$ cat config.mk
export PLATFORM = sky130hd
export DESIGN_NAME = sim_reset_gen
export DESIGN_NICKNAME = d
export VERILOG_FILES = /design/src/verilog/sim_reset_gen.sv
export VERILOG_INCLUDE_DIRS = /design/src /design/src/verilog
export SDC_FILE = /design/constraint.sdc
export NUM_CORES = 1
export LEC_CHECK = 0
export BUFFER_PORTS_ARGS = -buffer_cell sky130_fd_sc_hd__buf_2
export CAP_MARGIN = 20
export CORE_AREA = 2 2 39 41
export DETAILED_ROUTE_END_ITERATION = 6
export DIE_AREA = 0 0 41 43
export PLACE_DENSITY = 0.36
export SLEW_MARGIN = 0
export SYNTH_ARGS = -nofsm -noshare
export SYNTH_HDL_FRONTEND = slang
export SYNTH_SLANG_ARGS = --single-unit
$ cat constraint.sdc
create_clock -name pClk -period 2.49 [get_ports pClk]
set_input_delay 0.1245 -clock pClk [delete_from_list [all_inputs] [get_ports pClk]]
set_output_delay 0.1245 -clock pClk [all_outputs]
set_load 0.02 [all_outputs]
$ cat src/verilog/ofs_sim_cfg.svh
`ifndef OFS_SIM_CFG_SVH
`define OFS_SIM_CFG_SVH

// Host channel word address and data widths
// The top address bit selects the local memory window
`define OFS_HOST_ADDR_WIDTH 16
`define OFS_DATA_WIDTH 32

// One local memory bank, word addressed, with a fixed read latency
`define OFS_MEM_ADDR_WIDTH 10
`define OFS_MEM_RD_LATENCY 2

// Buffering in each direction of the emulated host link
`define OFS_HOST_FIFO_DEPTH 4

// Cycles that the platform soft reset stays asserted
`define OFS_RESET_HOLD_CYCLES 8

// AFU CSR word addresses below the memory window
`define OFS_CSR_SCRATCH 0
`define OFS_CSR_COMMAND 1
`define OFS_CSR_SUM 2
`define OFS_CSR_STATUS 3

`endif
$ cat src/verilog/sim_reset_gen.sv
`default_nettype none

`include "ofs_sim_cfg.svh"

module sim_reset_gen
(
    input  logic pClk,
    input  logic arst_n,
    input  logic soft_reset_req,
    output logic soft_reset_n
);

    localparam int HOLD = `OFS_RESET_HOLD_CYCLES;
    localparam int CW = $clog2(HOLD + 1);

    // Two-flop synchronizer for the request level from the host
    logic req_meta;
    logic req_sync;

    // Cycles left before the platform leaves reset
    logic [CW-1:0] hold_cnt;

    always_ff @(posedge pClk or negedge arst_n)
    begin
        if (!arst_n)
        begin
            req_meta <= 1'b0;
            req_sync <= 1'b0;
            hold_cnt <= CW'(HOLD);
        end
        else
        begin
            req_meta <= soft_reset_req;
            req_sync <= req_meta;
            // Every request cycle restarts the full hold
            if (req_sync)
                hold_cnt <= CW'(HOLD);
            else if (hold_cnt != '0)
                hold_cnt <= hold_cnt - 1'b1;
        end
    end

    // Released only once the counter has drained
    assign soft_reset_n = (hold_cnt == '0);

    // A release is always preceded by the full hold of low cycles
    assert property (@(posedge pClk) disable iff (!arst_n)
        $rose(soft_reset_n) |-> $past(!soft_reset_n, HOLD));

endmodule

`default_nettype wire

## Word-level counts from Yosys, hierarchy flattened

Cells that the tools add are included.

- Input port bits: 3
- Register bits after elaboration: 6
- Logic and storage cells: 9

- Add/sub/neg operators: 1
- Mux-type cells: 2
- Reduce and logical (&&, ||, !) cells: 3

Operators by type and width:

| operator | number |
|---|---|
| 4-bit 2-to-1 mux | 2 |
| 4-bit zero test | 1 |
| 4-bit nonzero test | 1 |
| 4-bit by 1-bit subtractor with 4-bit output, second input constant | 1 |
| 2-bit nonzero test | 1 |

## Longest topological paths before layout

- Depth in word-level cells: 3
- Depth in mapped cells: 5

## Worst setup path after synthesis

No wires, ideal clock.

- Path kind: register -> register
- From: register hold_cnt[0]
- To: register hold_cnt[1]
- Path slack: 1.094 ns
- Data required time: 2.369 ns
- Clock period less this slack: 1.396 ns
- Data arrival time: 1.275 ns
- Library setup time: 0.121 ns
- Cell stages (with the launch flop): 6
- Path through: dfrtp_1 > inv_1 > ha_1 > nor3b_2 > or2_1 > a21oi_1

- Cells in the longest elaborated chain, start to end: 3
- Elaborated cells on any way between the ends: 5

Ends and longest elaborated chain:

| item | RTL line | text |
|---|---|---|
| start, declared | sim_reset_gen.sv:21 | `logic [CW-1:0] hold_cnt;` |
| start signal, assigned | sim_reset_gen.sv:29 | `hold_cnt <= CW'(HOLD);` |
| start signal, assigned | sim_reset_gen.sv:37 | `hold_cnt <= CW'(HOLD);` |
| start signal, assigned | sim_reset_gen.sv:39 | `hold_cnt <= hold_cnt - 1'b1;` |
| 4-bit by 1-bit subtractor with 4-bit output | sim_reset_gen.sv:39 |  |
| 4-bit 2-to-1 mux | sim_reset_gen.sv:38 | `else if (hold_cnt != '0)` |
| 4-bit 2-to-1 mux | sim_reset_gen.sv:36 | `if (req_sync)` |

Parallel ways exist; a longest one is shown, timed or not. The select of a mux whose other input is x is not followed.
A chain may end at the register's enable or synchronous reset.

## Worst setup path after layout

- From: register hold_cnt[0]
- To: output soft_reset_n

- Cells in the longest elaborated chain, start to end: 1

Ends and longest elaborated chain:

| item | RTL line | text |
|---|---|---|
| 4-bit zero test | sim_reset_gen.sv:44 | `assign soft_reset_n = (hold_cnt == '0);` |
| end, declared | sim_reset_gen.sv:10 | `output logic soft_reset_n` |

No other way between the ends.

==> reports/results.ini <==
[place]
gp_congestion = 0.704
dpl_cell_area_um2 = 305
dpl.cell_count = 42
place_hpwl_um = 346
io_buffers = 3

[setup_path]
critPathRequiredTime_ns = 2.37
critPathMaxStageDelay_ns = 0.37
critPathSlowestCell = dfrtp_1
path_class = reg2out
crit_path_max_fanout = 4
cp-start-kind = register
worstPathArrival_ns = 1.42
cp_cell_sequence = inv_1, ha_1, nor3b_2, buf_2
endpoint_kind = primary output

[synth]
syn_area_per_cell_um2 = 11.8
ys_warn_count = 0
syn_inst = 23
yosys-top-cells-count = dfrtp_1, a21oi_1, ha_1, inv_1
syn_area_um2 = 270
ys_async_sr_fraction_pct = 100
synth-seq-area-share_pct = 56.0
syn_nets = 28
synthFlopType = dfrtp_1
ys_types = 16
synth_edf_count = 0
ys_top_cells_by_area = dfrtp_1, dfstp_2, ha_1
synth_top_area_cell = dfrtp_1
synth.most_common_cell = dfrtp_1
synth_top_area_share_pct = 46.3
ys_seq_elements = 6

[clock_network]
htreeDepth = 1
postCtsSetupRepairBufs = 0
cts_tree = done
insertion_delay_ns = 0.24
clk_pin_slew_ns = 0.05
cts_buffers = 3
clock_sinks = 6
clockRootBuffer = clkbuf_4
ctsLongestPathBuffers = 2

[routing]
wl_per_cell_um = 8.90
drt_iter0_drc = 2
drc = 0
wl_um = 427
drtAntennaViolNets = 0
num_vias = 185
drt_pass1_iterations = 3
viasPerCell = 3.85

[floorplan]
core_area_um2 = 1380
die_h_um = 43
fp.dieW_um = 41
num_rows = 14
start_util_pct = 19.5
die-area_um2 = 1760
ios = 4

[global_route]
antenna_found_initial = 0
grt_pass1_wl_um = 786
grt_usage_pct = 7.08
first_global_vias = 205
grt_max_degree = 7
grt-ovfl-total = 0

[timing]
setup_tns_ns = 0
clock_skew_ns = 0.00642
final_max_slew_viol_count = 0
rsz0062_at_grt = no
clock.fmax_mhz = 647
whs_ns = 0.230
max_slew.worst_pin.slew_ns = 0.254
period_share_pct = 62.0
period_needed_ns = 1.54
final_hold_viol_count = 0
setup_viol = 0
maxSlewHeadroom_pct = 83.0

[layout]
final_util_pct = 25.4
multi_input_area_um2 = 111
finalInstanceArea_um2 = 352
stdcell_count = 48
regArea_um2 = 151
drive_above_1_share_pct = 25.0
fillers = 144
nets = 38
diodes = 0
syn2layout_area_growth_pct = 30.1

[pwr]
ir_drop_uv = 284
cellPowerDensity_nw_per_um2 = 1150
leakage_nw = 0.157

[run]
max_cap_viol_count = 0

[outcome]
status = finished, final reports clean

[worst_hold_path]
hold_path_class = in2async

-- logic make-up after synthesis --
logic type	share of synthesized area (%)
AOI/OAI and AO/OA	6.95
xor gates and xnor gates	3.24
adders and majority gates	9.26
buffers and inverters	2.78
DFF	56.0
and+or+nand+nor	21.8
-- metal layers --
metal | vias to the layer above | share of wire [%] | global-route usage, %
met5 | - | 0 | 0
met3 | 0 | 1.9 | 1.57
met1 | 89 | 40 | 6.25
met4 | 0 | 0 | 8.00
met2 | 3 | 58 | 11.3
li1 | 93 | - | -
-- final cells by class --
| type | instances | share of cell area (%) |
|---|---|---|
| inverters | 2 | 2.14 |
| well taps | 16 | 5.69 |
| multi-input cells | 15 | 31.7 |
| clock buffers | 4 | 7.47 |
| repair buffers | 5 | 9.96 |
| flip-flops and latches | 6 | 43.1 |
-- what timing repair did --
action | 4_1_cts | 5_1_grt
hold endpoints to repair | 7 | 0
hold buffers | 2 | 0
resized for setup | 0 | 0
endpoints found under the setup margin | 0 | 0
-- power by group --
group | internal [mW] | switching (mW) | leakage, nW | total, mW
logic | 0.0757 | 0.0736 | 0.0696 | 0.149
clock network | 0.0605 | 0.0328 | 0.0150 | 0.0933
registers | 0.135 | 0.0274 | 0.0723 | 0.162
-- cells in the final DEF (no fill, tap or decap) --
master | synthesis | layout
dlygate4sd3_1 | 0 | 2
nand3b_1 | 1 | 1
xnor2_1 | 1 | 1
nand2b_1 | 1 | 1
nor3b_2 | 1 | 1
or3_1 | 1 | 1
nand2_1 | 1 | 1
or2b_1 | 1 | 1
nor2_1 | 1 | 1
a211o_1 | 1 | 1
clkbuf_4 | 0 | 3
buf_2 | 0 | 3
a21oi_1 | 2 | 2
clkbuf_1 | 0 | 1
dfstp_2 | 1 | 1
inv_1 | 2 | 2
ha_1 | 2 | 2
nor3_1 | 1 | 1
dfrtp_1 | 5 | 5
or2_1 | 1 | 1
-- stage by stage --
stage | power [mW] | setup WS (ns)
5_1_grt | 0.451 | 0.817
3_3_place_gp | 0.307 | 1.21
6_report | 0.405 | 0.946
4_1_cts | 0.413 | 0.918
2_1_floorplan | 0.274 | 1.09
3_5_place_dp | 0.311 | 1.20
-- sequential cells by signal, indices dropped and copies added, names as in the netlist --
signal	count
hold_cnt	4
req_sync	1
req_meta	1
-- critical path, delay by kind of cell, from the launching register on --
family,cells,cell delay [ns]
buffers and inverters,2,0.33
DFF,1,0.37
adders and majority gates,1,0.21
and+or+nand+nor,1,0.28
-- path summary, 6_finish.rpt --
path,depth (start not counted),start,endpoint,slack [ns]
setup / recovery,4,hold_cnt[0],soft_reset_n,0.95
min in group pClk,0,req_meta,req_sync,0.35
max in group asynchronous,2,arst_n,hold_cnt[3],2.04
hold / removal,2,arst_n,hold_cnt[2],0.23
setup reg to reg,5,hold_cnt[0],hold_cnt[0],1.20
hold reg to reg,0,req_meta,req_sync,0.35
(Power assumes the default switching activity.)
