===== config.mk =====
export PLATFORM = sky130hd
export DESIGN_NAME = afu_mem_sum
export DESIGN_NICKNAME = d
export VERILOG_FILES = /design/src/verilog/ofs_sim_pkg.sv /design/src/verilog/afu_mem_sum.sv
export VERILOG_INCLUDE_DIRS = /design/src /design/src/verilog
export SDC_FILE = /design/constraint.sdc
export NUM_CORES = 1
export LEC_CHECK = 0
export BUFFER_PORTS_ARGS = -buffer_cell sky130_fd_sc_hd__buf_4
export CAP_MARGIN = 20
export CORE_MARGIN = 5
export CORE_UTILIZATION = 25
export CTS_CLUSTER_DIAMETER = 40
export DETAILED_ROUTE_END_ITERATION = 10
export MAX_ROUTING_LAYER = met4
export PLACE_DENSITY = 0.51
export SLEW_MARGIN = 5
export SYNTH_ARGS = -nofsm -noshare
export SYNTH_HDL_FRONTEND = slang
export SYNTH_SLANG_ARGS = --single-unit

===== constraint.sdc =====
create_clock -name pClk -period 2.68 [get_ports pClk]
set_input_delay 0.268 -clock pClk [delete_from_list [all_inputs] [get_ports pClk]]
set_output_delay 0.268 -clock pClk [all_outputs]
set_load 0.01 [all_outputs]

===== src/verilog/ofs_sim_cfg.svh =====
`ifndef OFS_SIM_CFG_SVH
`define OFS_SIM_CFG_SVH

// Host channel word address and data widths
// The top address bit selects the local memory window
`define OFS_HOST_ADDR_WIDTH 16
`define OFS_DATA_WIDTH 32

// One local memory bank, word addressed, with a fixed read latency
`define OFS_MEM_ADDR_WIDTH 10
`define OFS_MEM_RD_LATENCY 2

// Buffering in each direction of the emulated host link
`define OFS_HOST_FIFO_DEPTH 4

// Cycles that the platform soft reset stays asserted
`define OFS_RESET_HOLD_CYCLES 8

// AFU CSR word addresses below the memory window
`define OFS_CSR_SCRATCH 0
`define OFS_CSR_COMMAND 1
`define OFS_CSR_SUM 2
`define OFS_CSR_STATUS 3

`endif

===== src/verilog/ofs_sim_pkg.sv =====
`default_nettype none

`include "ofs_sim_cfg.svh"

package ofs_sim_pkg;

    // Summing command as written to the command CSR
    // Only the low OFS_MEM_ADDR_WIDTH bits of each field reach the engine
    typedef struct packed {
        logic [15:0] base;
        logic [15:0] count;
    } sum_cmd_t;

    // One host data word
    // A command CSR write views it as sum_cmd_t, everything else as raw data
    typedef union packed {
        logic [`OFS_DATA_WIDTH-1:0] raw;
        sum_cmd_t                   cmd;
    } host_word_u;

    // Host request, used for both CSR and memory window accesses
    typedef struct packed {
        logic                           is_write;
        logic [`OFS_HOST_ADDR_WIDTH-1:0] addr;
        host_word_u                     data;
    } host_req_t;

    // Host read response
    typedef struct packed {
        logic [`OFS_DATA_WIDTH-1:0] data;
    } host_rsp_t;

    // Local memory request, writes are posted
    typedef struct packed {
        logic                          is_write;
        logic [`OFS_MEM_ADDR_WIDTH-1:0] addr;
        logic [`OFS_DATA_WIDTH-1:0]    data;
    } mem_req_t;

    // Local memory read response
    typedef struct packed {
        logic [`OFS_DATA_WIDTH-1:0] data;
    } mem_rsp_t;

    // Status CSR fields, busy in bit 0, done in bit 1, cmd_error in bit 2
    typedef struct packed {
        logic cmd_error;
        logic done;
        logic busy;
    } afu_status_t;

endpackage

`default_nettype wire


===== src/verilog/afu_mem_sum.sv =====
`default_nettype none

`include "ofs_sim_cfg.svh"

module afu_mem_sum
(
    input  logic                   pClk,
    input  logic                   arst_n,
    input  logic                   soft_reset_n,

    input  ofs_sim_pkg::host_req_t afu_req,
    input  logic                   afu_req_valid,
    output logic                   afu_req_ready,

    output ofs_sim_pkg::host_rsp_t afu_rsp,
    output logic                   afu_rsp_valid,
    input  logic                   afu_rsp_ready,

    output ofs_sim_pkg::mem_req_t  mem_req,
    output logic                   mem_req_valid,
    input  logic                   mem_req_ready,

    input  ofs_sim_pkg::mem_rsp_t  mem_rsp,
    input  logic                   mem_rsp_valid
);

    import ofs_sim_pkg::*;

    localparam int HAW = `OFS_HOST_ADDR_WIDTH;
    localparam int AW = `OFS_MEM_ADDR_WIDTH;
    localparam int DW = `OFS_DATA_WIDTH;
    localparam logic [HAW-2:0] CSR_SCRATCH = `OFS_CSR_SCRATCH;
    localparam logic [HAW-2:0] CSR_COMMAND = `OFS_CSR_COMMAND;
    localparam logic [HAW-2:0] CSR_SUM = `OFS_CSR_SUM;
    localparam logic [HAW-2:0] CSR_STATUS = `OFS_CSR_STATUS;

    // Request decode
    logic           is_win;
    logic [HAW-2:0] csr_addr;
    logic           is_cmd_wr;
    logic           req_ok;
    logic           accept;
    logic           csr_rd;
    logic           csr_wr;
    logic           win_rd;
    logic           win_rd_ret;
    sum_cmd_t       cmd;

    // CSR state
    logic [DW-1:0] scratch;
    logic [DW-1:0] sum;
    afu_status_t   status;
    logic [DW-1:0] csr_rdata;

    // Host response, at most one outstanding
    host_rsp_t rsp_q;
    logic      rsp_valid_q;
    logic      win_rd_wait;
    logic      rsp_pending;

    // Summing engine
    logic [AW-1:0] next_addr;
    logic [AW-1:0] issue_left;
    logic [AW-1:0] ret_left;
    logic          eng_issue;
    logic          eng_fire;

    // ==========================================================================
    // Host request decode and acceptance
    // ==========================================================================

    assign is_win = afu_req.addr[HAW-1];
    assign csr_addr = afu_req.addr[HAW-2:0];
    assign is_cmd_wr = !is_win && afu_req.is_write && (csr_addr == CSR_COMMAND);
    assign cmd = afu_req.data.cmd;
    assign rsp_pending = rsp_valid_q || win_rd_wait;

    // Window traffic and new commands wait for the engine
    // CSR reads always go through so that status can be polled
    always_comb
    begin
        if (is_win)
            req_ok = !status.busy && mem_req_ready;
        else if (is_cmd_wr)
            req_ok = !status.busy;
        else
            req_ok = 1'b1;
    end

    assign afu_req_ready = !rsp_pending && req_ok;
    assign accept = afu_req_valid && afu_req_ready;
    assign csr_rd = accept && !is_win && !afu_req.is_write;
    assign csr_wr = accept && !is_win && afu_req.is_write;
    assign win_rd = accept && is_win && !afu_req.is_write;
    assign win_rd_ret = win_rd_wait && mem_rsp_valid;

    // The command CSR is write-only and reads back as zero
    always_comb
    begin
        case (csr_addr)
            CSR_SCRATCH: csr_rdata = scratch;
            CSR_SUM:     csr_rdata = sum;
            CSR_STATUS:  csr_rdata = DW'(status);
            default:     csr_rdata = '0;
        endcase
    end

    // ==========================================================================
    // Memory port, owned by the engine while busy and by the window otherwise
    // ==========================================================================

    assign eng_issue = status.busy && (issue_left != '0);
    assign eng_fire = eng_issue && mem_req_ready;

    always_comb
    begin
        if (status.busy)
        begin
            mem_req_valid = eng_issue;
            mem_req.is_write = 1'b0;
            mem_req.addr = next_addr;
            mem_req.data = '0;
        end
        else
        begin
            mem_req_valid = afu_req_valid && is_win && !rsp_pending;
            mem_req.is_write = afu_req.is_write;
            mem_req.addr = afu_req.addr[AW-1:0];
            mem_req.data = afu_req.data.raw;
        end
    end

    assign afu_rsp = rsp_q;
    assign afu_rsp_valid = rsp_valid_q;

    // ==========================================================================
    // Control state
    // ==========================================================================

    always_ff @(posedge pClk or negedge arst_n)
    begin
        if (!arst_n)
        begin
            rsp_valid_q <= 1'b0;
            win_rd_wait <= 1'b0;
            scratch <= '0;
            sum <= '0;
            status <= '0;
            issue_left <= '0;
            ret_left <= '0;
        end
        else if (!soft_reset_n)
        begin
            rsp_valid_q <= 1'b0;
            win_rd_wait <= 1'b0;
            scratch <= '0;
            sum <= '0;
            status <= '0;
            issue_left <= '0;
            ret_left <= '0;
        end
        else
        begin
            // A new request is only taken with nothing pending, so these never collide
            if (afu_rsp_ready)
                rsp_valid_q <= 1'b0;
            if (csr_rd || win_rd_ret)
                rsp_valid_q <= 1'b1;
            if (win_rd)
                win_rd_wait <= 1'b1;
            else if (win_rd_ret)
                win_rd_wait <= 1'b0;

            if (csr_wr && csr_addr == CSR_SCRATCH)
                scratch <= afu_req.data.raw;

            if (accept && is_cmd_wr)
            begin
                // A zero count finishes at once and flags the error
                status.busy <= (cmd.count[AW-1:0] != '0);
                status.done <= (cmd.count[AW-1:0] == '0);
                status.cmd_error <= (cmd.count[AW-1:0] == '0);
                issue_left <= cmd.count[AW-1:0];
                ret_left <= cmd.count[AW-1:0];
                sum <= '0;
            end
            else if (status.busy)
            begin
                if (eng_fire)
                    issue_left <= issue_left - 1'b1;
                if (mem_rsp_valid)
                begin
                    // The sum wraps at 32 bits
                    sum <= sum + mem_rsp.data;
                    ret_left <= ret_left - 1'b1;
                    if (ret_left == AW'(1))
                    begin
                        status.busy <= 1'b0;
                        status.done <= 1'b1;
                    end
                end
            end
        end
    end

    // Payload registers
    always_ff @(posedge pClk)
    begin
        if (csr_rd)
            rsp_q.data <= csr_rdata;
        else if (win_rd_ret)
            rsp_q.data <= mem_rsp.data;

        // Consecutive addresses wrap at the end of the array
        if (accept && is_cmd_wr)
            next_addr <= cmd.base[AW-1:0];
        else if (eng_fire)
            next_addr <= next_addr + 1'b1;
    end

    // Memory never returns an engine read that was not issued
    assert property (@(posedge pClk) disable iff (!arst_n || !soft_reset_n)
        status.busy && mem_rsp_valid |-> ret_left > issue_left);

endmodule

`default_nettype wire


### Yosys cells after proc, flatten, opt, wreduce, memory -nomap -nowiden

Cells that the tools add are included.

* register bits: 131
* input port bits: 88

* $add $sub $neg: 4
* reductions and logical operators: 32
* multiplexer cells: 35
* equal/unequal tests: 12

Operators with widths (number)
* 32-bit two-way mux: 8
* 10-bit two-way mux: 10
* 32-bit one-hot mux with 3 select lines: 1
* 43-bit two-way mux: 1
* 32-bit adder: 1
* 15-bit by 2-bit equality test with 1-bit output, second input constant: 2
* 10-bit nonzero test: 2
* 10-bit by 1-bit subtractor with 10-bit output, second input constant: 2
* 3-bit by 1-bit inequality test with 1-bit output, second input constant: 6
* 1-bit logical AND: 17
* 15-bit by 1-bit equality test with 1-bit output, second input constant: 1
* 15-bit zero test: 1
* 10-bit by 1-bit adder with 10-bit output, second input constant: 1
* 10-bit by 1-bit equality test with 1-bit output, second input constant: 1
* 10-bit zero test: 1
* 1-bit two-way mux: 10
* 2-bit two-way mux: 4
* 1-bit zero test: 4
* 2-bit by 1-bit inequality test with 1-bit output, second input constant: 2
* 2-bit AND reduction: 2
* 2-bit nonzero test: 2
* 3-bit two-way mux: 1
* 3-bit AND reduction: 1
* 1-bit logical OR: 2

### Longest topological paths before layout

* word-level depth: 12
* gate-level depth with buffers: 11

### Worst setup path after synthesis

OpenSTA, ideal clock, no wires.

* path type: reg2reg
* start point: register sum[1]
* end point: register sum[31]
* path slack: 0.178 ns
* stages on the path, launching flop included: 10
* arrival: 2.421 ns
* path buffers: 0
* period minus slack after synthesis: 2.502 ns
* library setup time: 0.080 ns
* cell sequence: dfrtp_1 ha_1 a211oi_2 o211ai_2 a2111o_1 nand3_2 a21oi_2 o31a_1 or4_4 o211ai_2

* cells in the longest elaborated chain, start to end: 5

Ends and longest elaborated chain
* start, declared: line afu_mem_sum.sv:51 `logic [DW-1:0] sum;`
* start signal, assigned: line afu_mem_sum.sv:194 `sum <= sum + mem_rsp.data;`
* 32-bit adder: line afu_mem_sum.sv:194
* 32-bit two-way mux: line afu_mem_sum.sv:191 `if (mem_rsp_valid)`
* 32-bit two-way mux: line afu_mem_sum.sv:187 `else if (status.busy)`
* 32-bit two-way mux: line afu_mem_sum.sv:177 `if (accept && is_cmd_wr)`
* 32-bit two-way mux: line afu_mem_sum.sv:152 `else if (!soft_reset_n)`

No other way between the ends. The select of a mux whose other input is x is not followed.
A chain may end at the register's enable or synchronous reset.

### Worst setup path after layout

Ends and elaborated chain as after synthesis.

==> results.ini <==
[worst_setup_path]
crit_buf_inv=0
cp_cell_sequence=ha_4, a211oi_4, o211ai_2, a2111o_1, nand3_2, a21oi_2, o31a_1, or4_4, o211ai_2
cp_slowest_cell=or4_4
cp.required_ns=3.03
setup.worst_path.class=reg2reg
worst-path-max-fanout=3
slowest_delay_ns=0.48
crit_family=compound AO/OA/AOI/OAI gates
start_kind=flop
crit_top_cell=o211ai_2
endpoint_kind=flop
cp.arrival_ns=2.98

[die]
start_util_pct=25.1
coreArea_um2=32300
die_h_um=190
dieWidth_um=190
dieArea_um2=36100
ios=166
rows=66

[synth]
syn-instance-count=925
ys_ff_latch=131
synth_commonest_cells=193 x nand2_1, 93 x a21oi_1, 89 x dfrtp_1
synth.area.top_cells=dfrtp_1 28%, edfxtp_1 16%, nand2_1 8.9%, a21oi_1 5.7%, ha_1 5.4%
syn_area_um2=8100
synth_top_flop_cell=dfrtp_1
synth_nets=1049
async_flop_share_pct=67.9
synth.top_cell.area_share_pct=27.5
synth_area_per_cell_um2=8.75
synth-edff-count=42
yosysTopAreaCell=dfrtp_1
synth.most_common_cell=nand2_1
synth-seq-area-share_pct=43.1
ys.warnings.count=0
yosysUniqueCellTypes=61

[placed_design]
place_ws_ns=-0.106
dp_hpwl_mm=20.2
place.gp.congestion=0.883
portBuffers=165

[clocking]
cts_buffers=17
cts_tree=done
clk_pin_slew_ns=0.06
cts-htree-levels=4
cts-root-buf=clkbuf_16
clkSinkCount=131
insertion_delay_ns=0.42
clk_path_buf_depth=2

[finish]
postLayoutCoreUtil_pct=34.4
drive_above_1_share_pct=27.9
nets=1256
area_delta_synth_final_pct=37.1

[timing]
fin_skew_ns=0.00976
final.setup.tns_ns=0
finalCritPeriodShare_pct=98.1
rsz0062_at_grt=true
maxClockFrequency_mhz=381
fin_ws_ns=0.0522
fin_crit_ns=2.63
tightest_slew_ns=0.930
relSlewSlack_pct=37.7
setup_viol=0
finalMaxSlewViolations=0
finalHoldViolations=0

[status]
status=completed

[global_route]
grt_pass1_vias=7424
grt_usage_pct=15.1
grt_pass1_wl_mm=41.7
grt_remaining_overflow=0
grt_max_degree=43
antenna_found_initial=2

[route]
antenna_left=0
drt-total-wl_mm=26.6
viasPerCell=4.59
drt_first_pass_iters=5
post-route-drc-count=0
vias=7287
drt-initial-drc-count=391
wl_per_cell_um=16.7

[pwr]
vdd_drop_max_v=0.000434
p_per_area_nw_per_um2=467
p_leak_nw=4.83
power_w=0.00519

[worst_hold_path]
min_path_type=in2reg

[run]
drv_cap=0

-- metal layers --
metal,track usage [%],vias up,wire length (um)
met1,20.5,3446,12800
met3,2.55,20,1120
met2,23.1,156,12300
met5,-,-,0
li1,-,3665,-
met4,4.70,0,388
-- cells in the final DEF, fill, tap and decap left out, types with 4 or more instances in the layout --
master     netlist  layout
edfxtp_1        42      42
buf_12           0       8
a21o_1           5       5
nor4_1          10       9
nor3_1          19      17
dfrtp_1         89      88
nor2b_1         34      34
buf_4            0     226
inv_6            0       4
mux2i_1         31      31
o21ai_1         11      13
nor2_1          47      47
or3_1            8       7
inv_1           22      21
mux2_2          11      11
a21oi_2          1       6
a31oi_1          7       7
xnor2_1         27      27
nand2_1        193     193
o21ai_0         83      81
nor3_2           2       4
clkbuf_16        0      17
o21bai_1         8       8
ha_4             0       6
and3_1           6       6
xor2_1          19      19
ha_1            35      26
nand3_1         11      11
nand4_1          6       6
a21oi_1         93      88
-- final timing paths --
check / depth (start not counted) / slack, ns / from / end
min in group asynchronous: 2 / 0.42 / arst_n / afu_rsp_valid
worst min register to register: 2 / 0.51 / sum[23] / sum[23]
worst max register to register: 9 / 0.05 / sum[1] / sum[31]
worst min-delay path: 3 / 0.10 / afu_req[30] / scratch[30]
max in group asynchronous: 3 / 1.60 / arst_n / sum[8]
worst max-delay path: 9 / 0.05 / sum[1] / sum[31]
-- timing repair --
| action | 4_1_cts | 5_1_grt |
|---|---|---|
| buffers inserted | 0 | 1 |
| hold endpoints to repair | 40 | 0 |
| pin swaps | 3 | 6 |
| hold buffers | 1 | 0 |
| setup endpoints to repair | 3 | 10 |
| resized for setup | 9 | 20 |
-- worst min-delay path, cell delays in order --
cell     delay (ns)
buf_4          0.11
nand2_1        0.05
a21oi_1        0.05
-- layout make-up --
cell class                 instances  area, um2
inverter                          22       82.6
timing repair buffer             236       1880
tap                              442        553
sequential                       131       3490
multi-input combinational        724       4480
clock inverter                    14        178
fill                            3341      21200
clock buffer                      18        429
antenna                            2       5.00
-- state kept, by name (all words and copies together) (netlist names) --
signal / flops
afu_rsp: 32
scratch: 32
sum: 32
issue_left: 10
next_addr: 10
ret_left: 10
status: 3
afu_rsp_valid: 1
win_rd_wait: 1
-- logic make-up after synthesis --
group / count (synthesis) / share of synthesized area, %
AND/OR/NAND/NOR: 354 / 19.8
adder cells (fa/ha/maj): 36 / 5.66
buffers and inverters: 70 / 3.52
XOR/XNOR: 46 / 4.98
AO/OA/AOI/OAI: 246 / 17.6
flip-flops: 131 / 43.1
multiplexers: 42 / 5.36
-- through the flow --
stage	area [um2]	cells	hold WS (ns)
after floorplan	8100	925	-0.0276
after global placement	10300	1553	0.340
after detailed placement	10300	1553	0.341
after CTS	11000	1586	0.0800
after global routing	11100	1589	0.0868
final	11100	1589	0.102
-- power by group --
| part | internal [W] | leakage [nW] | switching (W) |
|---|---|---|---|
| logic | 0.000286 | 2.92 | 0.000325 |
| registers | 0.00210 | 1.62 | 0.0000140 |
| clock network | 0.00148 | 0.292 | 0.000981 |
No activity file was read; power rests on OpenSTA's default activity.
