File: config.mk
export PLATFORM = sky130hd
export DESIGN_NAME = host_chan_emul
export DESIGN_NICKNAME = d
export VERILOG_FILES = /design/src/verilog/ofs_sim_pkg.sv /design/src/verilog/host_chan_emul.sv
export VERILOG_INCLUDE_DIRS = /design/src /design/src/verilog
export SDC_FILE = /design/constraint.sdc
export NUM_CORES = 1
export LEC_CHECK = 0
export BUFFER_PORTS_ARGS = -buffer_cell sky130_fd_sc_hd__buf_2
export CORE_ASPECT_RATIO = 1.2
export CORE_MARGIN = 2
export CORE_UTILIZATION = 29
export DETAILED_ROUTE_END_ITERATION = 8
export MAX_ROUTING_LAYER = met4
export PLACE_DENSITY_LB_ADDON = 0.2
export SLEW_MARGIN = 20
export SYNTH_ARGS = -nofsm -noshare
export SYNTH_HDL_FRONTEND = slang
export SYNTH_SLANG_ARGS = --single-unit
File: constraint.sdc
create_clock -name pClk -period 4.9 [get_ports pClk]
set_input_delay 0.49 -clock pClk [delete_from_list [all_inputs] [get_ports pClk]]
set_output_delay 0.49 -clock pClk [all_outputs]
set_load 0.03 [all_outputs]
File: src/verilog/ofs_sim_cfg.svh
`ifndef OFS_SIM_CFG_SVH
`define OFS_SIM_CFG_SVH

// Host channel word address and data widths
// The top address bit selects the local memory window
`define OFS_HOST_ADDR_WIDTH 16
`define OFS_DATA_WIDTH 32

// One local memory bank, word addressed, with a fixed read latency
`define OFS_MEM_ADDR_WIDTH 10
`define OFS_MEM_RD_LATENCY 2

// Buffering in each direction of the emulated host link
`define OFS_HOST_FIFO_DEPTH 4

// Cycles that the platform soft reset stays asserted
`define OFS_RESET_HOLD_CYCLES 8

// AFU CSR word addresses below the memory window
`define OFS_CSR_SCRATCH 0
`define OFS_CSR_COMMAND 1
`define OFS_CSR_SUM 2
`define OFS_CSR_STATUS 3

`endif
File: src/verilog/ofs_sim_pkg.sv
`default_nettype none

`include "ofs_sim_cfg.svh"

package ofs_sim_pkg;

    // Summing command as written to the command CSR
    // Only the low OFS_MEM_ADDR_WIDTH bits of each field reach the engine
    typedef struct packed {
        logic [15:0] base;
        logic [15:0] count;
    } sum_cmd_t;

    // One host data word
    // A command CSR write views it as sum_cmd_t, everything else as raw data
    typedef union packed {
        logic [`OFS_DATA_WIDTH-1:0] raw;
        sum_cmd_t                   cmd;
    } host_word_u;

    // Host request, used for both CSR and memory window accesses
    typedef struct packed {
        logic                           is_write;
        logic [`OFS_HOST_ADDR_WIDTH-1:0] addr;
        host_word_u                     data;
    } host_req_t;

    // Host read response
    typedef struct packed {
        logic [`OFS_DATA_WIDTH-1:0] data;
    } host_rsp_t;

    // Local memory request, writes are posted
    typedef struct packed {
        logic                          is_write;
        logic [`OFS_MEM_ADDR_WIDTH-1:0] addr;
        logic [`OFS_DATA_WIDTH-1:0]    data;
    } mem_req_t;

    // Local memory read response
    typedef struct packed {
        logic [`OFS_DATA_WIDTH-1:0] data;
    } mem_rsp_t;

    // Status CSR fields, busy in bit 0, done in bit 1, cmd_error in bit 2
    typedef struct packed {
        logic cmd_error;
        logic done;
        logic busy;
    } afu_status_t;

endpackage

`default_nettype wire

File: src/verilog/host_chan_emul.sv
`default_nettype none

`include "ofs_sim_cfg.svh"

module host_chan_emul
(
    input  logic                   pClk,
    input  logic                   arst_n,
    input  logic                   soft_reset_n,

    input  ofs_sim_pkg::host_req_t host_req,
    input  logic                   host_req_valid,
    output logic                   host_req_ready,

    output ofs_sim_pkg::host_rsp_t host_rsp,
    output logic                   host_rsp_valid,
    input  logic                   host_rsp_ready,

    output ofs_sim_pkg::host_req_t afu_req,
    output logic                   afu_req_valid,
    input  logic                   afu_req_ready,

    input  ofs_sim_pkg::host_rsp_t afu_rsp,
    input  logic                   afu_rsp_valid,
    output logic                   afu_rsp_ready
);

    import ofs_sim_pkg::*;

    localparam int DEPTH = `OFS_HOST_FIFO_DEPTH;
    localparam int PW = $clog2(DEPTH);
    localparam int CW = $clog2(DEPTH + 1);
    localparam logic [PW-1:0] LAST = PW'(DEPTH - 1);
    localparam logic [CW-1:0] FULL = CW'(DEPTH);

    // Request FIFO from host toward AFU
    host_req_t     req_mem [DEPTH];
    logic [PW-1:0] req_wr_ptr;
    logic [PW-1:0] req_rd_ptr;
    logic [CW-1:0] req_cnt;
    logic          req_push;
    logic          req_pop;

    // Response FIFO from AFU toward host
    host_rsp_t     rsp_mem [DEPTH];
    logic [PW-1:0] rsp_wr_ptr;
    logic [PW-1:0] rsp_rd_ptr;
    logic [CW-1:0] rsp_cnt;
    logic          rsp_push;
    logic          rsp_pop;

    // Link trained flag that keeps the host side closed through reset
    logic link_up;

    function automatic logic [PW-1:0] next_ptr(input logic [PW-1:0] ptr);
        return (ptr == LAST) ? '0 : ptr + 1'b1;
    endfunction

    assign host_req_ready = link_up && (req_cnt != FULL);
    assign req_push = host_req_valid && host_req_ready;
    assign afu_req_valid = (req_cnt != '0);
    assign afu_req = req_mem[req_rd_ptr];
    assign req_pop = afu_req_valid && afu_req_ready;

    // A full response FIFO stalls the AFU, which in turn stops taking requests
    assign afu_rsp_ready = (rsp_cnt != FULL);
    assign rsp_push = afu_rsp_valid && afu_rsp_ready;
    assign host_rsp_valid = (rsp_cnt != '0);
    assign host_rsp = rsp_mem[rsp_rd_ptr];
    assign rsp_pop = host_rsp_valid && host_rsp_ready;

    always_ff @(posedge pClk or negedge arst_n)
    begin
        if (!arst_n)
        begin
            link_up <= 1'b0;
            req_wr_ptr <= '0;
            req_rd_ptr <= '0;
            req_cnt <= '0;
            rsp_wr_ptr <= '0;
            rsp_rd_ptr <= '0;
            rsp_cnt <= '0;
        end
        else if (!soft_reset_n)
        begin
            // Anything still in flight on the link is dropped
            link_up <= 1'b0;
            req_wr_ptr <= '0;
            req_rd_ptr <= '0;
            req_cnt <= '0;
            rsp_wr_ptr <= '0;
            rsp_rd_ptr <= '0;
            rsp_cnt <= '0;
        end
        else
        begin
            link_up <= 1'b1;
            if (req_push)
                req_wr_ptr <= next_ptr(req_wr_ptr);
            if (req_pop)
                req_rd_ptr <= next_ptr(req_rd_ptr);
            req_cnt <= req_cnt + CW'(req_push) - CW'(req_pop);
            if (rsp_push)
                rsp_wr_ptr <= next_ptr(rsp_wr_ptr);
            if (rsp_pop)
                rsp_rd_ptr <= next_ptr(rsp_rd_ptr);
            rsp_cnt <= rsp_cnt + CW'(rsp_push) - CW'(rsp_pop);
        end
    end

    // Entry storage
    always_ff @(posedge pClk)
    begin
        if (req_push)
            req_mem[req_wr_ptr] <= host_req;
        if (rsp_push)
            rsp_mem[rsp_wr_ptr] <= afu_rsp;
    end

    // Neither FIFO overflows or underflows and each count agrees with its pointers
    assert property (@(posedge pClk) disable iff (!arst_n)
        req_cnt <= FULL
        && ((req_wr_ptr == req_rd_ptr) == (req_cnt == '0 || req_cnt == FULL)));
    assert property (@(posedge pClk) disable iff (!arst_n)
        rsp_cnt <= FULL
        && ((rsp_wr_ptr == rsp_rd_ptr) == (rsp_cnt == '0 || rsp_cnt == FULL)));

endmodule

`default_nettype wire

# [Word level (Yosys, flattened, before mapping)]
# Memory sizes are Yosys's and may differ from the RTL's.
# Cells that the tools add are included.
[classes] addsub=8 multipliers=0 n_div=0 n_lt_le_gt_ge=0 n_eq_ne=10 shifts=0 n_mux=19 n_bitwise=0 reduce_logical=7
[op_table] op="two-way mux 2 bit" n=12
[op_table] op="adder 2 x 1 -> 2 bit (second input constant)" n=4
[op_table] op="== test 2 bit (second input constant)" n=4
[op_table] op="inequality test 2 x 1 -> 1 bit (second input constant)" n=4
[op_table] op="adder 3 x 1 -> 3 bit" n=2
[op_table] op="two-way mux 3 bit" n=2
[op_table] op="inequality test 3 bit (second input constant)" n=2
[op_table] op="nonzero test 3 bit" n=2
[op_table] op="subtractor 3 x 1 -> 3 bit" n=2
[op_table] op="logical AND 1 bit" n=5
[op_table] op="two-way mux 1 bit" n=5
[word_totals] register_bits=15 latch_bits=0 ramBits=324 romBits=0 elab_cells=53 mem_count=2
[mem_list] memory="req_mem" depth=4 word_bits=49 rd=1 rd_clocked_by_memory_dff=0 wr=1 line="host_chan_emul.sv:37" source="host_req_t req_mem [DEPTH];"
[mem_list] memory="rsp_mem" depth=4 word_bits=32 rd=1 rd_clocked_by_memory_dff=0 wr=1 line="host_chan_emul.sv:45" source="host_rsp_t rsp_mem [DEPTH];"

# [Logic depth before layout (Yosys ltp)]
# Gate-level depths: netlist of run 1.
[depth] ltp_word=6 ltp_mapped=11 depth_no_buf=10

# [Worst setup path after synthesis of run 1]
# OpenSTA, ideal clock, no wires.
[synth_path] path_type="register to register" start="register req_cnt[1]" end="memory req_mem[0][0] (netlist bit) (enable)" arrival_time_ps=2117 required_ps=4488 setup_slack_ps=2372 stages_incl_launch_ff=4 path_buffers=0 synth_period_minus_slack_ps=2528 path_cell_list="dfrtp_1 > nor2_1 > a21oi_1 > and2_1"
[synth_via] elab_chain_len=5
[synth_rtl] item="start, declared" line="host_chan_emul.sv:40" source="logic [CW-1:0] req_cnt;"
[synth_rtl] item="start signal, assigned" line="host_chan_emul.sv:102" source="req_cnt <= req_cnt + CW'(req_push) - CW'(req_pop);"
[synth_rtl] item="inequality test 3 bit" line="host_chan_emul.sv:59" source="assign host_req_ready = link_up && (req_cnt != FULL);"
[synth_rtl] item="logical AND 1 bit" line="host_chan_emul.sv:59"
[synth_rtl] item="logical AND 1 bit" line="host_chan_emul.sv:60" source="assign req_push = host_req_valid && host_req_ready;"
[synth_rtl] item="two-way mux 1 bit" line="host_chan_emul.sv:114" source="if (req_push)"
[synth_rtl] item="two-way mux 1 bit (implied by the code)" line="host_chan_emul.sv:115" source="req_mem[req_wr_ptr] <= host_req;"
[synth_rtl] item="end, declared" line="host_chan_emul.sv:37"
# Every way passes these cells.

==> results.yml, run 1 <==
final_layout:
  drive_gt1_share_pct: 43.8
  syn2layout_area_growth_pct: 21.1
  final_core_util_pct: 35.7
  nets: 820
  n_fill_cell: 4010
logic_synthesis:
  synth_top_area_share_pct: 77.0
  synth_area_um2: 12600
  synth_top_area_cell: "edfxtp_1"
  yosys-top-cells-count: "324 x edfxtp_1, 81 x mux4_2, 15 x dfrtp_1"
  async_reset_ff_share_pct: 4.42
  synthTopCellsByArea: "edfxtp_1 77%, mux4_2 14%, dfrtp_1 3.0%, ha_1 1.3%, and2_1 0.45%"
  syn_inst: 521
  yosysMostFrequentCell: "edfxtp_1"
  synth_cell_types: 30
  avgSynthCellArea_um2: 24.2
  synth-main-ff-cell: "edfxtp_1"
  synth_fp_nets: 624
  seq_area_frac_synth_pct: 80.0
  yosys_warnings: 0
  synth_enable_flop_cells: 324
  ys_seq_elements: 339
worst_setup_path:
  cp_max_fo: 22
  critPathArrivalTime_ns: 2.56
  endpoint_kind: "output pin"
  crit_type: "reg -> out"
  worstSetupStartpointType: "flip-flop"
  required_ns: 4.41
grt:
  grt_antenna_before_repair: 3
  grt_pass1_vias: 6635
  track_usage_pct: 12.0
  grt_max_degree: 52
  grt_pass1_wl_mm: 39.3
  grt.overflow.total: 0
route:
  detail_route.wl_per_cell_um: 19.9
  drtPass1Iterations: 4
  drtAntennaViolNets: 0
  routed_wl_mm: 25.9
  drc: 0
  drt-initial-drc-count: 313
  vias: 5852
  via_per_inst: 4.51
timing:
  slew_viol_final: 0
  setup_viol: 0
  setup_tns_ns: 0
  worstMarginPinSlew_ns: 0.963
  rsz0062_at_grt: "no"
  skew_ns: 0.0146
  post-route-period-util_pct: 62.3
  hold_viol_final: 0
  min_period_ns: 3.05
  fmax_ghz: 0.328
  relSlewSlack_pct: 35.8
die:
  die_x_um: 195
  io_pins: 173
  rows: 83
  core_area_um2: 42900
  initial_core_util_pct: 29.5
  die-height_um: 233
  die_area_um2: 45300
placed_design:
  numPortBuffers: 172
  globalplace.congestion: 0.708
  dp_hpwl_mm: 16.0
outcome:
  status: "finished clean"
clock_tree:
  hold_buffers: 1
  root_buffer: "clkbuf_16"
  htreeDepth: 2
  post_cts_buffers: 0
  clk_latency_ns: 0.53
  cts_buffer_depth: 3
  cts-buffers-inserted: 36
  cts_tree: "built"
  clock_sinks: 339
  ctsResizeCount: 0
  path_clk_slew_ns: 0.06
power_and_ir_drop:
  powerDensity_nw_per_um2: 525
  leakage_nw: 5.14
  peakVddDrop_v: 0.000332
job:
  max-cap-violations: 0
worst_hold_path:
  hold_class: "in -> reg"
area by class of cell:
| type | count | area [um^2] | share of cell area [%] |
|---|---|---|---|
| timing repair buffer | 181 | 951 | 6.22 |
| sequential | 339 | 10100 | 66.1 |
| clock inverter | 22 | 198 | 1.29 |
| antenna | 5 | 12.5 | 0.0818 |
| tap | 552 | 691 | 4.52 |
| inverter | 11 | 41.3 | 0.270 |
| clock buffer | 41 | 920 | 6.01 |
| multi-input combinational | 148 | 2370 | 15.5 |
state kept, by name, summed over array words and instances, names as in the netlist:
name        flops
req_mem       196
rsp_mem       128
link_up         1
req_wr_ptr      2
rsp_cnt         3
req_cnt         3
rsp_rd_ptr      2
req_rd_ptr      2
rsp_wr_ptr      2
layout by cell type (no fill, tap or decap), types with 3 or more instances in the layout:
| cell type | instances |
|---|---|
| dfrtp_1 | 12 |
| clkinv_1 | 7 |
| nand2_1 | 10 |
| clkinv_2 | 8 |
| and2_4 | 3 |
| diode_2 | 5 |
| mux4_2 | 81 |
| bufinv_16 | 3 |
| ha_1 | 13 |
| and2_1 | 5 |
| and3_2 | 4 |
| clkbuf_1 | 5 |
| xnor2_1 | 6 |
| buf_2 | 172 |
| edfxtp_1 | 324 |
| buf_4 | 7 |
| nor2b_1 | 3 |
| inv_1 | 11 |
| clkbuf_16 | 36 |
| mux2i_1 | 3 |
layer usage:
layer  global-route usage, %  vias to the layer above  part of all wire, %
met5                       -                        -                    0
met4                    4.64                        0                  2.5
met2                    20.5                      187                   50
li1                        -                     2573                    -
met3                    3.38                       44                  7.1
met1                    13.4                     3048                   40
worst max-delay path: stages (launching register included):
cell and delay [ns]:
dfrtp_2 0.82, buf_4 0.44, mux4_2 0.56, buf_2 0.20
kinds of logic after synthesis:
group / after synthesis / share of synthesized area (%)
AND/OR/NAND/NOR: 35 / 1.57
adder cells (fa/ha/maj): 15 / 1.60
AO/OA/AOI/OAI: 8 / 0.436
multiplexers: 84 / 14.7
buffers and inverters: 34 / 1.30
XOR/XNOR: 6 / 0.416
flip-flops: 339 / 80.0
report_power, final:
part / internal, mW / switching [mW] / total [mW] / leakage, nW
logic: 0.735 / 1.15 / 1.89 / 1.44
registers: 3.40 / 0.159 / 3.56 / 3.14
clock network: 1.51 / 1.07 / 2.58 / 0.550
total: 5.65 / 2.38 / 8.03 / 5.14
through the flow:
step | std cells | cell area [um^2] | worst slack, ns | hold slack [ns] | power (mW)
3_3_place_gp | 1229 | 14100 | 2.13 | 0.426 | 5.49
2_1_floorplan | 521 | 12600 | 2.37 | 0.194 | 4.97
6_report | 1299 | 15300 | 1.85 | 0.174 | 8.03
5_1_grt | 1297 | 15300 | 1.64 | 0.155 | 8.38
3_5_place_dp | 1229 | 14100 | 2.04 | 0.433 | 5.54
4_1_cts | 1293 | 15300 | 1.70 | 0.129 | 8.16
final timing paths:
kind                                from             to  slack [ns]  cells after the start
max in group asynchronous         arst_n  req_rd_ptr[0]        4.13                      2
setup reg to reg              req_cnt[1]  req_mem[1][9]        2.23                      4
hold reg to reg            req_wr_ptr[0]  req_wr_ptr[0]        0.60                      2
hold / removal                afu_rsp[3]  rsp_mem[1][3]        0.17                      1
setup / recovery           rsp_rd_ptr[0]   host_rsp[14]        1.85                      3
min in group asynchronous         arst_n     rsp_cnt[1]        0.45                      2
Note: power is estimated with default switching activity, not from simulation.
==> run 2: changes to the inputs <==
Clock period 4.9 ns to 3.1 ns, I/O delays scaled along.
==> results.yml, run 2 (synthesis results as in run 1) <==
final_layout:
  largest_register_ffs: 196
  nets: 904
  multiInputGateArea_um2: 2370
  regMostFlops: "req_mem"
  n_fill_cell: 3907
  layout_common_cells: "324 x edfxtp_1, 172 x buf_2, 82 x dlygate4sd3_1"
  final_common_cell: "edfxtp_1"
  syn2layout_area_growth_pct: 28.4
  seqCellArea_um2: 10100
  drive_gt1_share_pct: 39.9
  reg_top3: "req_mem x196, rsp_mem x128"
clock_tree:
  htreeDepth: 2
  cts-buffers-inserted: 37
  ctsResizeCount: 0
  path_clk_slew_ns: 0.06
  hold_buffers: 82
  cts_buffer_depth: 3
  clock_sinks: 339
  root_buffer: "clkbuf_16"
  clk_latency_ns: 0.54
  post_cts_buffers: 0
  cts_tree: "built"
grt:
  grt_pass1_vias: 6814
  track_usage_pct: 12.1
  grt.overflow.total: 0
  grt_antenna_before_repair: 2
  grt_max_degree: 50
  grt_pass1_wl_mm: 40.0
die:
  die_area_um2: 45300
  core_area_um2: 42900
  rows: 83
  die-height_um: 233
  io_pins: 173
  initial_core_util_pct: 29.5
  die_x_um: 195
power_and_ir_drop:
  leakage_nw: 5.51
  peakVddDrop_v: 0.000511
  power.total_mw: 12.9
  powerDensity_nw_per_um2: 796
worst_setup_path:
  cp_max_fo: 19
  critPathArrivalTime_ns: 2.47
  endpoint_kind: "output pin"
  worstPathCellList: "buf_4 > mux4_2 > buf_2"
  required_ns: 2.79
  r2r_setup_slack_ns: 0.63
  reg2reg_to: "req_cnt[2]"
  reg2regPathDepth: 10
  crit_start: "rsp_rd_ptr[0]"
  crit_type: "reg -> out"
  cp_slowest_stage_delay_ns: 0.81
  cp_slowest_cell: "dfrtp_2"
  crit_end: "host_rsp[8]"
  regToRegStartpoint: "req_cnt[1]"
  worstSetupStartpointType: "flip-flop"
outcome:
  status: "finished clean"
timing:
  setup_viol: 0
  skew_ns: 0.0171
  fmax_ghz: 0.360
  hold_viol_final: 0
  setup_tns_ns: 0
  slew_viol_final: 0
  post-route-period-util_pct: 89.7
  relSlewSlack_pct: 35.5
  min_period_ns: 2.78
  rsz0062_at_grt: "no"
  worstMarginPinSlew_ns: 0.968
route:
  via_per_inst: 4.46
  vias: 6164
  drtAntennaViolNets: 0
  drtPass1Iterations: 6
  drt-initial-drc-count: 380
  detail_route.wl_per_cell_um: 18.9
  drc: 0
  routed_wl_mm: 26.1
placed_design:
  dp_hpwl_mm: 15.7
  globalplace.congestion: 0.722
  numPortBuffers: 172
job:
  max-cap-violations: 0
worst_hold_path:
  hold_class: "in -> reg"
==> run 2: cell count changes in the layout (fill, tap and decap cells not counted), sizes merged <==
cell / previous run / this run
dlygate4sd3: 1 / 82
clkinvlp: 1 / 2
clkinv: 17 / 16
inv: 12 / 14
buf: 180 / 182
clkbuf: 41 / 42
diode: 5 / 2
==> run 2: critical path: cells and delay by family (launching register included) <==
kind	cells	cell delay, ns
buf+inv	2	0.56
flops	1	0.81
mux	1	0.56
==> run 2: metal layers <==
layer | vias up | wire length, um | global-route usage [%] | share of wire, %
met5 | - | 0 | - | 0
met4 | 0 | 624 | 3.87 | 2.4
met3 | 52 | 1930 | 4.19 | 7.4
met1 | 3193 | 10300 | 13.2 | 40
li1 | 2737 | - | - | -
met2 | 182 | 13200 | 20.8 | 51
==> run 2: worst min-delay path by stage <==
stage / cells after the start / slack (ns) / end / startpoint
global route: 3 / 0.06 / rsp_wr_ptr[0] / afu_rsp_valid
floorplan: 0 / 0.01 / link_up / arst_n
global placement: 1 / 0.25 / rsp_wr_ptr[1] / arst_n
CTS: 3 / 0.04 / rsp_wr_ptr[0] / afu_rsp_valid
finish: 3 / 0.08 / rsp_wr_ptr[0] / afu_rsp_valid
detailed placement: 1 / 0.26 / rsp_wr_ptr[1] / arst_n
==> run 2: power breakdown <==
part / internal, mW / leakage [nW] / switching, mW / total (mW)
Clock: 2.46 / 0.570 / 1.74 / 4.20
Combinational: 1.24 / 1.80 / 1.86 / 3.10
Sequential: 5.38 / 3.14 / 0.234 / 5.61
==> run 2: area by class of cell <==
class / count / area share (%)
flip-flops and latches: 339 / 62.3
clock buffers: 42 / 5.82
multi-input cells: 148 / 14.6
well taps: 552 / 4.26
diodes: 2 / 0.0309
inverters: 11 / 0.255
repair buffers: 264 / 11.3
clock inverters: 24 / 1.41
==> run 2: stage by stage <==
step / util [%] / worst slack, ns / std cells / hold slack (ns) / cell area (um^2)
global route: 37.8 / 0.111 / 1382 / 0.0645 / 16200
finish: 37.8 / 0.319 / 1382 / 0.0839 / 16200
detailed placement: 33.2 / 0.624 / 1232 / 0.260 / 14200
floorplan: - / 0.572 / 521 / 0.0144 / 12600
global placement: 33.2 / 0.713 / 1232 / 0.249 / 14200
CTS: 37.8 / 0.192 / 1380 / 0.0408 / 16200
